`config.mk`:
```
export PLATFORM = sky130hd
export DESIGN_NAME = vector_pingpong
export DESIGN_NICKNAME = d
export VERILOG_FILES = /design/src/im2col_data_pkg.sv /design/src/vector_pingpong.sv
export VERILOG_INCLUDE_DIRS = /design/src
export SDC_FILE = /design/constraint.sdc
export NUM_CORES = 1
export LEC_CHECK = 0
export ABC_AREA = 1
export BUFFER_PORTS_ARGS = -buffer_cell sky130_fd_sc_hd__clkbuf_2
export CAP_MARGIN = 20
export CELL_PAD_IN_SITES_DETAIL_PLACEMENT = 1
export CELL_PAD_IN_SITES_GLOBAL_PLACEMENT = 1
export CORE_MARGIN = 1
export CORE_UTILIZATION = 44
export DETAILED_ROUTE_END_ITERATION = 12
export HOLD_SLACK_MARGIN = 0.02
export PLACE_DENSITY = 0.9
export SETUP_SLACK_MARGIN = 0.4
export SYNTH_ARGS = -nofsm -noshare
export SYNTH_HDL_FRONTEND = slang
export SYNTH_SLANG_ARGS = --single-unit
```
`constraint.sdc`:
```
create_clock -name clk_bufr -period 2.2 [get_ports clk_bufr]
set_clock_uncertainty 0.2 [all_clocks]
set_input_delay 0.11 -clock clk_bufr [delete_from_list [all_inputs] [get_ports clk_bufr]]
set_output_delay 0.11 -clock clk_bufr [all_outputs]
set_load 0.01 [all_outputs]
```
`src/im2col_params.svh`:
```
//==========================================================================
// geometry, kernel, stride and padding of the im2col unit
// included by the packages and by every module that needs the sizes
// the output size and vector length must agree with the input, kernel,
// stride and padding values given here
//==========================================================================
`ifndef IM2COL_PARAMS_SVH
`define IM2COL_PARAMS_SVH

`define IM2COL_QW    8
`define IM2COL_CBN   2
`define IM2COL_CBD   32

`define IM2COL_IFX   4
`define IM2COL_IFY   4
`define IM2COL_ICH   2

`define IM2COL_KX    2
`define IM2COL_KY    2
`define IM2COL_SX    1
`define IM2COL_SY    1

`define IM2COL_PADL  1
`define IM2COL_PADR  1
`define IM2COL_PADU  1
`define IM2COL_PADD  1

`define IM2COL_OFX   5
`define IM2COL_OFY   5

// kernel x times kernel y times input channels
`define IM2COL_XH    8

`endif

```
`src/im2col_data_pkg.sv`:
```
//==========================================================================
// datapath types of the im2col unit
// shared by the activation buffer, the window fetch and the vector stage
//==========================================================================
`default_nettype none

`include "im2col_params.svh"

package im2col_data_pkg;

    localparam int BANK_BITS = $clog2(`IM2COL_CBN);
    localparam int ROW_BITS  = $clog2(`IM2COL_CBD);
    localparam int BUF_WORDS = `IM2COL_CBN * `IM2COL_CBD;
    // elements gathered by one fetch slice per vector
    localparam int SLICE_LEN = `IM2COL_XH / `IM2COL_CBN;

    typedef logic [`IM2COL_QW-1:0] pixel_t;
    // low BANK_BITS select the bank, the rest is the row inside it
    typedef logic [BANK_BITS+ROW_BITS-1:0] buf_addr_t;
    typedef logic [`IM2COL_CBN-1:0] bank_mask_t;
    typedef logic [$clog2(SLICE_LEN)-1:0] elem_idx_t;

endpackage

`default_nettype wire

```
`src/vector_pingpong.sv`:
```
//==========================================================================
// ping-pong vector registers of the im2col unit
// the fetch fills the write-side register while the consumer holds the
// read-side one, valid_o stays high until the ack_i strobe retires it
//==========================================================================
`timescale 1ns/1ns
`default_nettype none

`include "im2col_params.svh"

module vector_pingpong
    import im2col_data_pkg::*;
(
    input  wire        clk_bufr,
    input  wire        rstn_bufr,
    input  wire bank_mask_t elem_we_i,
    input  wire elem_idx_t  elem_idx_i [`IM2COL_CBN],
    input  wire pixel_t     elem_data_i [`IM2COL_CBN],
    input  wire        vec_done_i,
    output logic       slot_free_o,
    output pixel_t     data_o [`IM2COL_XH],
    output logic       valid_o,
    input  wire        ack_i
);

    pixel_t     vec_q [2][`IM2COL_XH];
    logic [1:0] vec_valid;
    logic       wr_sel;
    logic       rd_sel;

    assign slot_free_o = !vec_valid[wr_sel];
    assign valid_o     = vec_valid[rd_sel];

    always_comb begin
        for (int i = 0; i < `IM2COL_XH; i++) begin
            data_o[i] = vec_q[rd_sel][i];
        end
    end

    // slice s owns elements s*SLICE_LEN up to the next slice
    always_ff @(posedge clk_bufr) begin
        for (int s = 0; s < `IM2COL_CBN; s++) begin
            if (elem_we_i[s]) begin
                vec_q[wr_sel][s * SLICE_LEN + int'(elem_idx_i[s])] <= elem_data_i[s];
            end
        end
    end

    // a finishing fill and an ack never touch the same register
    always_ff @(posedge clk_bufr or negedge rstn_bufr) begin
        if (!rstn_bufr) begin
            vec_valid <= '0;
            wr_sel    <= 1'b0;
            rd_sel    <= 1'b0;
        end else begin
            if (vec_done_i) begin
                vec_valid[wr_sel] <= 1'b1;
                wr_sel            <= !wr_sel;
            end
            if (ack_i && valid_o) begin
                vec_valid[rd_sel] <= 1'b0;
                rd_sel            <= !rd_sel;
            end
        end
    end

endmodule

`default_nettype wire

```
### Word level (Yosys, flattened, before mapping)

Memories as Yosys holds them, arrays and structs flattened.
Cells that the tools add are included.

* reductions and logical operators: 8
* magnitude comparators: 8
* muxes and demuxes: 82
* add/subtract/negate cells: 1
* bitwise operators: 69

Operators with widths (count)
* 2-to-1 mux 64 bit: 2
* 2-to-1 mux 1 bit: 72
* greater-or-equal comparator 32 x 4 -> 1 bit, second input constant: 2
* less-than comparator 32 x 1 -> 1 bit, second input constant: 2
* OR 1 bit: 64
* demux 8 bit (select 3 bit): 2
* inverter 2 -> 32 bit: 1
* inverter 4 -> 32 bit: 1
* 2-to-1 mux 8 bit: 2
* logical AND 1 bit: 5
* adder 3 x 2 -> 4 bit, first input constant: 1
* less-than comparator 1 x 2 -> 1 bit, second input constant: 2
* 2-to-1 mux 2 bit: 2
* zero test 1 bit: 3
* bitwise AND 2 bit: 1
* demux 1 bit (select 1 bit): 2
* greater-or-equal comparator 1 bit, second input constant: 2
* inverter 2 bit: 1
* OR 2 bit: 1

* register bits after elaboration: 4
* memories kept: 1
* RAM bits: 128
* logic and storage cells: 172

Memories
* vec_q: depth 2, width 64, read ports 1, clocked after memory_dff 0, wr ports 1, line vector_pingpong.sv:26 `` pixel_t vec_q [2][`IM2COL_XH]; ``

### Depth between registers and ports, before layout

Gate-level depths: netlist (run 1).

* word-level depth: 8
* depth in mapped cells: 6

### Least setup slack after synthesis (run 1)

No wires, ideal clock.

* kind: reg-to-reg
* from: register wr_sel
* to: memory vec_q[1][10] (netlist bit), enable pin
* library setup time: 370 ps
* period minus slack after synthesis: 1550 ps
* cell stages (with the launch flop): 3
* slack: 650 ps
* buffers on the path: 0
* data arrival time: 980 ps
* path through: dfrtp_1 clkinv_1 nor2_1

RTL lines
* start, declared: line vector_pingpong.sv:28 `logic wr_sel;`
* start signal, assigned: line vector_pingpong.sv:58 `wr_sel <= !wr_sel;`
* end, declared: line vector_pingpong.sv:26

Straight into the memory's write port.

==> implementation parameters, run 1 <==
Parameter                              Value

Outcome
  Run status    finished, final reports clean

Worst setup path
  Cell repeated most along the worst path    sky130_fd_sc_hd__nand2_1
  Worst reg-to-reg setup slack    0.49 ns
  Cell-by-cell trace of the critical path    buf_6 > nand2_1 > nand2_1 > clkbuf_2
  Category of the critical setup timing path    reg -> out
  Kind of end point of the critical path    output pin
  Startpoint Class    register
  CP peak stage delay    0.51 ns
  CP max FO    23
  Arrival time of data at the critical path endpoint    1.64 ns
  Slowest stage cell on the critical path    sky130_fd_sc_hd__dfrtp_2
  Worst EP required    1.89 ns

Die
  Number of rows created at floorplan    40
  Die outline area    0.0130 mm^2
  Number of primary I/O pins    92
  Initial standard-cell utilization of the core    45.7%
  Die span in x    114 um
  Area inside the core boundary    0.0121 mm^2
  Die boundary height    114 um

Final layout
  Most frequent standard cell in the layout excluding fill and tap cells    sky130_fd_sc_hd__nand2_1
  Number of fill cells    1,294
  Fraction of layout instances using a drive strength above 1    26.0%
  Number of antenna diodes    0
  Post-Route Utilization    59.3%
  Relative area change from synthesis to final layout    29.7%
  Layout net count    653
  Most frequent cells in the layout    sky130_fd_sc_hd__nand2_1 (252), sky130_fd_sc_hd__edfxtp_1 (128), sky130_fd_sc_hd__clkbuf_2 (81)

Clock tree
  CTS HTree Levels    4
  Clock latency at the later pin of the worst-skew pair    0.42 ns
  Cell at the root of the clock tree    sky130_fd_sc_hd__clkbuf_16
  Clock-pin slew on the worst setup and hold paths    0.06 ns
  Clock buffers created by TritonCTS    17
  Longest Clk Path Bufs    2
  Clock tree from TritonCTS    done
  Total clock sinks    132

GRT
  Total routing resource utilization after global routing    30.4%
  Initial antenna violation count    0
  Residual overflow from global routing    0
  Wire length of the first global-routing pass    28,200 um
  Vias in the first global route    4,817
  Pin count of the biggest net entering global routing    33

Power
  Power density normalized to cell area    1220 mW/mm^2
  LEAKAGE    3.13 nW
  Largest vdd supply drop    0.617 mV

Routing
  Drt via density    5.85
  Final routed wirelength across all metal layers    20,800 um
  Number of iterations in the first detailed-routing pass    5
  Routed wirelength normalized by instance count    25.8 um
  Number of DRC violations after detailed-routing iteration 0    650
  DRC violations left    0
  Final ANT Viol Nets    0
  Routed vias    4,715

Synthesis
  Syn Area/Cell    11.2 um^2
  Sequential element share of the synthesized area    71.3%
  Synthesized Nets    520
  Post-synthesis register bit count    132
  Gate count after technology mapping    494
  Yosys synthesis warning count    0
  Cell area after synthesis    0.00553 mm^2
  Count of unique library cells instantiated by Yosys    18

STA
  WHS    0.0314 ns
  Final Hold Vio Count    0
  Upper clock frequency limit    0.514 GHz
  Final critical-path required period    1.95 ns
  Period Utilization, post-route    88.5%
  Setup_tns    0 ns
  Worst slew pin tran    0.726 ns
  Unrepaired setup endpoints after global routing    yes
  Setup-failing EPs final    0
  Slew headroom    51.4%
  Number of pins with negative max-slew slack in the final report    0

Place
  Buffers on Ports    91
  Detailed placer's ending HPWL    10,200 um
  Routability-driven placement congestion ratio    0.840

Min path
  Hold/Removal Path Class    in -> reg

Flow run
  Max-cap violation count    0
-- critical path: cells and delay by family (launching register included) --
| kind | cells | cell delay, ns |
|---|---|---|
| simple gates | 2 | 0.29 |
| flops | 1 | 0.51 |
| buf+inv | 2 | 0.42 |
-- cell families after synthesis --
kind of cell | Yosys count | synth area share, %
simple gates | 322 | 24.0
flops | 132 | 71.3
buf+inv | 35 | 4.18
compound gates | 4 | 0.362
xor+xnor | 1 | 0.158
-- routing by layer --
metal  vias to the layer above  GRT usage [%]  share of wire [%]
li1                       1937              -                  -
met1                      2288           38.0                 38
met2                       385           48.9                 47
met3                       105           7.25                9.2
met4                         0           17.1                5.7
met5                         -              0                  0
-- cell type report --
class / count / area [um^2] / share of cell area (%)
repair buffers: 138 / 1040 / 14.5
well taps: 168 / 210 / 2.93
clock buffers: 21 / 440 / 6.14
inverters: 11 / 48.8 / 0.680
multi-input cells: 327 / 1430 / 19.9
clock inverters: 9 / 65.1 / 0.907
flip-flops and latches: 132 / 3950 / 55.0
-- stage by stage --
| stage | cell area, um^2 | power (W) | worst slack [ns] | instances |
|---|---|---|---|---|
| 3_5_place_dp | 6160 | 0.00536 | 0.361 | 748 |
| 3_3_place_gp | 6160 | 0.00522 | 0.479 | 748 |
| 2_1_floorplan | 5530 | 0.00444 | 0.650 | 494 |
| 5_1_grt | 7180 | 0.00904 | 0.207 | 806 |
| 4_1_cts | 6930 | 0.00807 | 0.385 | 800 |
| 6_report | 7180 | 0.00879 | 0.253 | 806 |
-- synth_stat cells (all sizes together) --
cell type | count | area share [%]
clkinv | 2 | 0.14
nand2 | 265 | 18
dfrtp | 4 | 1.8
nor2 | 17 | 1.4
buf | 23 | 3.4
clkbuf | 1 | 0.068
edfxtp | 128 | 69
nand4 | 24 | 2.7
inv | 9 | 0.61
xor2 | 1 | 0.16
nand3 | 16 | 1.7
o21ai | 4 | 0.36
-- where the power goes --
part	total (W)	internal, W	switching, W
Clock	0.00257	0.00151	0.00106
Combinational	0.00314	0.00115	0.00199
Sequential	0.00308	0.00297	0.000108
-- timing repair --
item,CTS,global route
hold buffers,20,0
cloned,2,5
setup buffers,0,1
endpoints found under the hold margin,113,0
endpoints found under the setup margin,64,101
pin swaps,0,3
gates resized for setup,4,44
-- flip-flops by register name (all words and copies together), names as in the netlist --
signal / flops
vec_valid: 2
vec_q: 128
wr_sel: 1
rd_sel: 1
-- final timing paths --
kind | startpoint | end | cells after the start
worst max-delay path | rd_sel | data_o[58] | 4
worst min-delay path | elem_idx_i[3] | vec_q[0][47] | 3
worst max register to register | wr_sel | vec_q[1][9] | 2
worst min register to register | vec_valid[0] | rd_sel | 2
max in group asynchronous | rstn_bufr | rd_sel | 3
min in group asynchronous | rstn_bufr | vec_valid[1] | 3
Note: power is estimated with default switching activity, not from simulation.
==> inputs of run 2 (changes only) <==
CORE_ASPECT_RATIO = 1.4   (was unset)
==> run 2 against run 1 <==
Compared with the run above:
- flip-flop and latch count is the same
- die area is essentially flat
- critical endpoint is now data_o[42]
- non-clock buffer count grew 13
- clock-buffer cell count shrank 1
- largest power group unchanged
- via count shrank 6.0%
- utilization grew 2.3 points
- clock power grew 9.3%
==> implementation parameters, run 2 (synthesis gave the netlist of run 1 again) <==
Parameter                              Value

Routing
  Number of iterations in the first detailed-routing pass    4 (was 5)
  Drt via density    5.52 (was 5.85)
  Routed vias    4,431 (was 4,715)
  Final routed wirelength across all metal layers    19,100 um (was 20,800 um)
  Final ANT Viol Nets    0 (unchanged)
  DRC violations left    0 (unchanged)
  Number of DRC violations after detailed-routing iteration 0    236 (was 650)
  Routed wirelength normalized by instance count    23.8 um (was 25.8 um)

Power
  Switching Power    0.00320 W (was 0.00315 W)
  Relative contribution of sequential cells to total power    32.3% (was 35.0%)
  Clock group share of total power    29.5% (was 29.3%)
  Power density normalized to cell area    1250 mW/mm^2 (was 1220 mW/mm^2)
  Total chip power    0.00952 W (was 0.00879 W)
  Largest vdd supply drop    0.796 mV (was 0.617 mV)
  LEAKAGE    3.30 nW (was 3.13 nW)
  Comb pwr share    38.2% (was 35.7%)
  P_int    0.00632 W (was 0.00563 W)
  Switching share of power    33.6% (was 35.9%)

Worst setup path
  Cell repeated most along the worst path    sky130_fd_sc_hd__nand2_1 (unchanged)
  Cell-by-cell trace of the critical path    inv_8 > clkbuf_16 > buf_8 > nand2_1 > nand2_1 > buf_2 (was buf_6 > nand2_1 > nand2_1 > clkbuf_2)
  Worst reg-to-reg setup slack    0.47 ns (was 0.49 ns)
  Reg-to-Reg Start    wr_sel (unchanged)
  CP peak stage delay    0.47 ns (was 0.51 ns)
  Crit Reg-Reg Endpoint    vec_q[1][55] (was vec_q[1][9])
  Worst Reg-to-Reg Cells    3 (was 2)
  Worst EP required    1.89 ns (about the same)
  Startpoint Class    register (unchanged)
  Kind of end point of the critical path    output pin (unchanged)
  Slowest stage cell on the critical path    sky130_fd_sc_hd__dfrtp_2 (unchanged)
  Arrival time of data at the critical path endpoint    1.55 ns (was 1.64 ns)
  Count of buffer and inverter cells on the critical path    4 (was 2)
  Category of cells accounting for the largest share of critical-path delay    buffers and inverters (was flip-flops)
  Category of the critical setup timing path    reg -> out (unchanged)
  CP max FO    8 (was 23)

Place
  Routability-driven placement congestion ratio    0.823 (was 0.840)
  Buffers on Ports    91 (unchanged)
  Post-placement setup slack    0.495 ns (was 0.361 ns)
  Detailed placer's ending HPWL    10,400 um (was 10,200 um)

Outcome
  Run status    finished, final reports clean (unchanged)

Min path
  Hold/Removal Path Class    in -> reg (unchanged)
  Min-Delay Path Depth    3 (unchanged)
  Hold Path Origin    elem_idx_i[0] (was elem_idx_i[3])
  Terminating pin of the worst hold path    vec_q[1][18] (was vec_q[0][47])

STA
  Period Utilization, post-route    84.6% (was 88.5%)
  Slew headroom    47.1% (was 51.4%)
  Final Hold Vio Count    0 (unchanged)
  Final setup slack of the worst path    0.338 ns (was 0.253 ns)
  Worst slew pin tran    0.791 ns (was 0.726 ns)
  Final critical-path required period    1.86 ns (was 1.95 ns)
  Number of pins with negative max-slew slack in the final report    0 (unchanged)
  Unrepaired setup endpoints after global routing    yes (unchanged)
  Upper clock frequency limit    0.537 GHz (was 0.514 GHz)
  Setup_tns    0 ns (unchanged)
  Setup-failing EPs final    0 (unchanged)

Final layout
  Fraction of layout instances using a drive strength above 1    33.3% (was 26.0%)
  Post-Route Utilization    61.6% (was 59.3%)
  Layout net count    666 (was 653)
  Most frequent standard cell in the layout excluding fill and tap cells    sky130_fd_sc_hd__nand2_1 (unchanged)
  Number of antenna diodes    0 (unchanged)
  Most frequent cells in the layout    sky130_fd_sc_hd__nand2_1 (217), sky130_fd_sc_hd__edfxtp_1 (128), sky130_fd_sc_hd__clkbuf_2 (42) (was sky130_fd_sc_hd__nand2_1 (252), sky130_fd_sc_hd__edfxtp_1 (128), sky130_fd_sc_hd__clkbuf_2 (81))
  Relative area change from synthesis to final layout    37.1% (was 29.7%)
  Flip-flop count of the largest register after layout    128 (unchanged)
  Number of fill cells    1,277 (was 1,294)

GRT
  Total routing resource utilization after global routing    25.0% (was 30.4%)
  Met2 Use GR    46.9% (was 48.9%)
  Wire length of the first global-routing pass    23,800 um (was 28,200 um)
  Residual overflow from global routing    0 (unchanged)
  GRT met1 Usage    26.3% (was 38.0%)
  Met3 track demand over resource in global routing    4.66% (was 7.25%)
  Vias in the first global route    4,452 (was 4,817)
  Most utilized layer in the global route result    met2 (unchanged)
  Initial antenna violation count    0 (unchanged)
  Pin count of the biggest net entering global routing    35 (was 33)

Clock tree
  Clock latency at the later pin of the worst-skew pair    0.42 ns (about the same)
  Longest Clk Path Bufs    2 (unchanged)
  Clock buffers created by TritonCTS    17 (unchanged)
  Cell at the root of the clock tree    sky130_fd_sc_hd__clkbuf_16 (unchanged)
  CTS HTree Levels    4 (unchanged)
  Clock tree from TritonCTS    done (unchanged)
  Clock-pin slew on the worst setup and hold paths    0.06 ns (about the same)
  Total clock sinks    132 (unchanged)

Die
  Die span in x    96.8 um (was 114 um)
  Die outline area    0.0130 mm^2 (about the same)
  Die boundary height    135 um (was 114 um)
  Number of rows created at floorplan    48 (was 40)
  Area inside the core boundary    0.0123 mm^2 (was 0.0121 mm^2)
  Initial standard-cell utilization of the core    44.9% (was 45.7%)
  Number of primary I/O pins    92 (unchanged)

Flow run
  Max-cap violation count    0 (unchanged)
-- run 2: worst max-delay path by stage --
stage	from	endpoint	slack, ns	cells past startpoint
floorplan	wr_sel	vec_q[1][10]	0.65	2
global placement	elem_idx_i[1]	vec_q[1][16]	0.57	5
detailed placement	elem_idx_i[1]	vec_q[0][16]	0.50	5
CTS	rd_sel	data_o[60]	0.34	5
global route	rd_sel	data_o[5]	0.30	5
finish	rd_sel	data_o[42]	0.34	6
-- run 2: power groups by stage --
stage                     clock network [W]  registers [W]  logic (W)
final                               0.00281        0.00308    0.00363
after global routing                0.00291        0.00309    0.00383
after CTS                           0.00277        0.00307    0.00244
after detailed placement                  0        0.00309    0.00224
after global placement                    0        0.00307    0.00213
after floorplan                           0        0.00305    0.00139
-- run 2: timing repair --
action	in CTS	in global routing
resized for setup	11	137
endpoints found under the setup margin	66	89
cloned	1	8
pin swaps	0	21
buffers inserted	2	11
hold endpoints to repair	128	0
hold buffers	19	0
-- run 2: metrics by stage --
| stage | area [um^2] | instances | hold slack [ns] |
|---|---|---|---|
| 3_3_place_gp | 6140 | 730 | -0.269 |
| 4_1_cts | 6980 | 783 | 0.0270 |
| 5_1_grt | 7580 | 802 | 0.0346 |
| 2_1_floorplan | 5530 | 494 | -0.386 |
| 3_5_place_dp | 6140 | 730 | -0.274 |
| 6_report | 7580 | 802 | 0.0451 |
-- run 2: routing by layer --
layer,vias up,routed length (um)
li1,1962,-
met1,2181,6330
met2,216,10800
met3,72,999
met4,0,988
met5,-,0
-- run 2: area by class of cell --
type	count	area (um^2)	area share [%]
Clock inverter	11	136	1.80
Timing Repair Buffer	151	1310	17.3
Multi-Input combinational cell	327	1520	20.0
Clock buffer	20	437	5.76
Tap cell	150	188	2.47
Inverter	11	48.8	0.643
Sequential cell	132	3950	52.0
-- run 2: tightest hold or removal path: stages --
cell and delay, ns:
sky130_fd_sc_hd__clkbuf_2 0.22, sky130_fd_sc_hd__nand4_1 0.13, sky130_fd_sc_hd__nand2_1 0.09
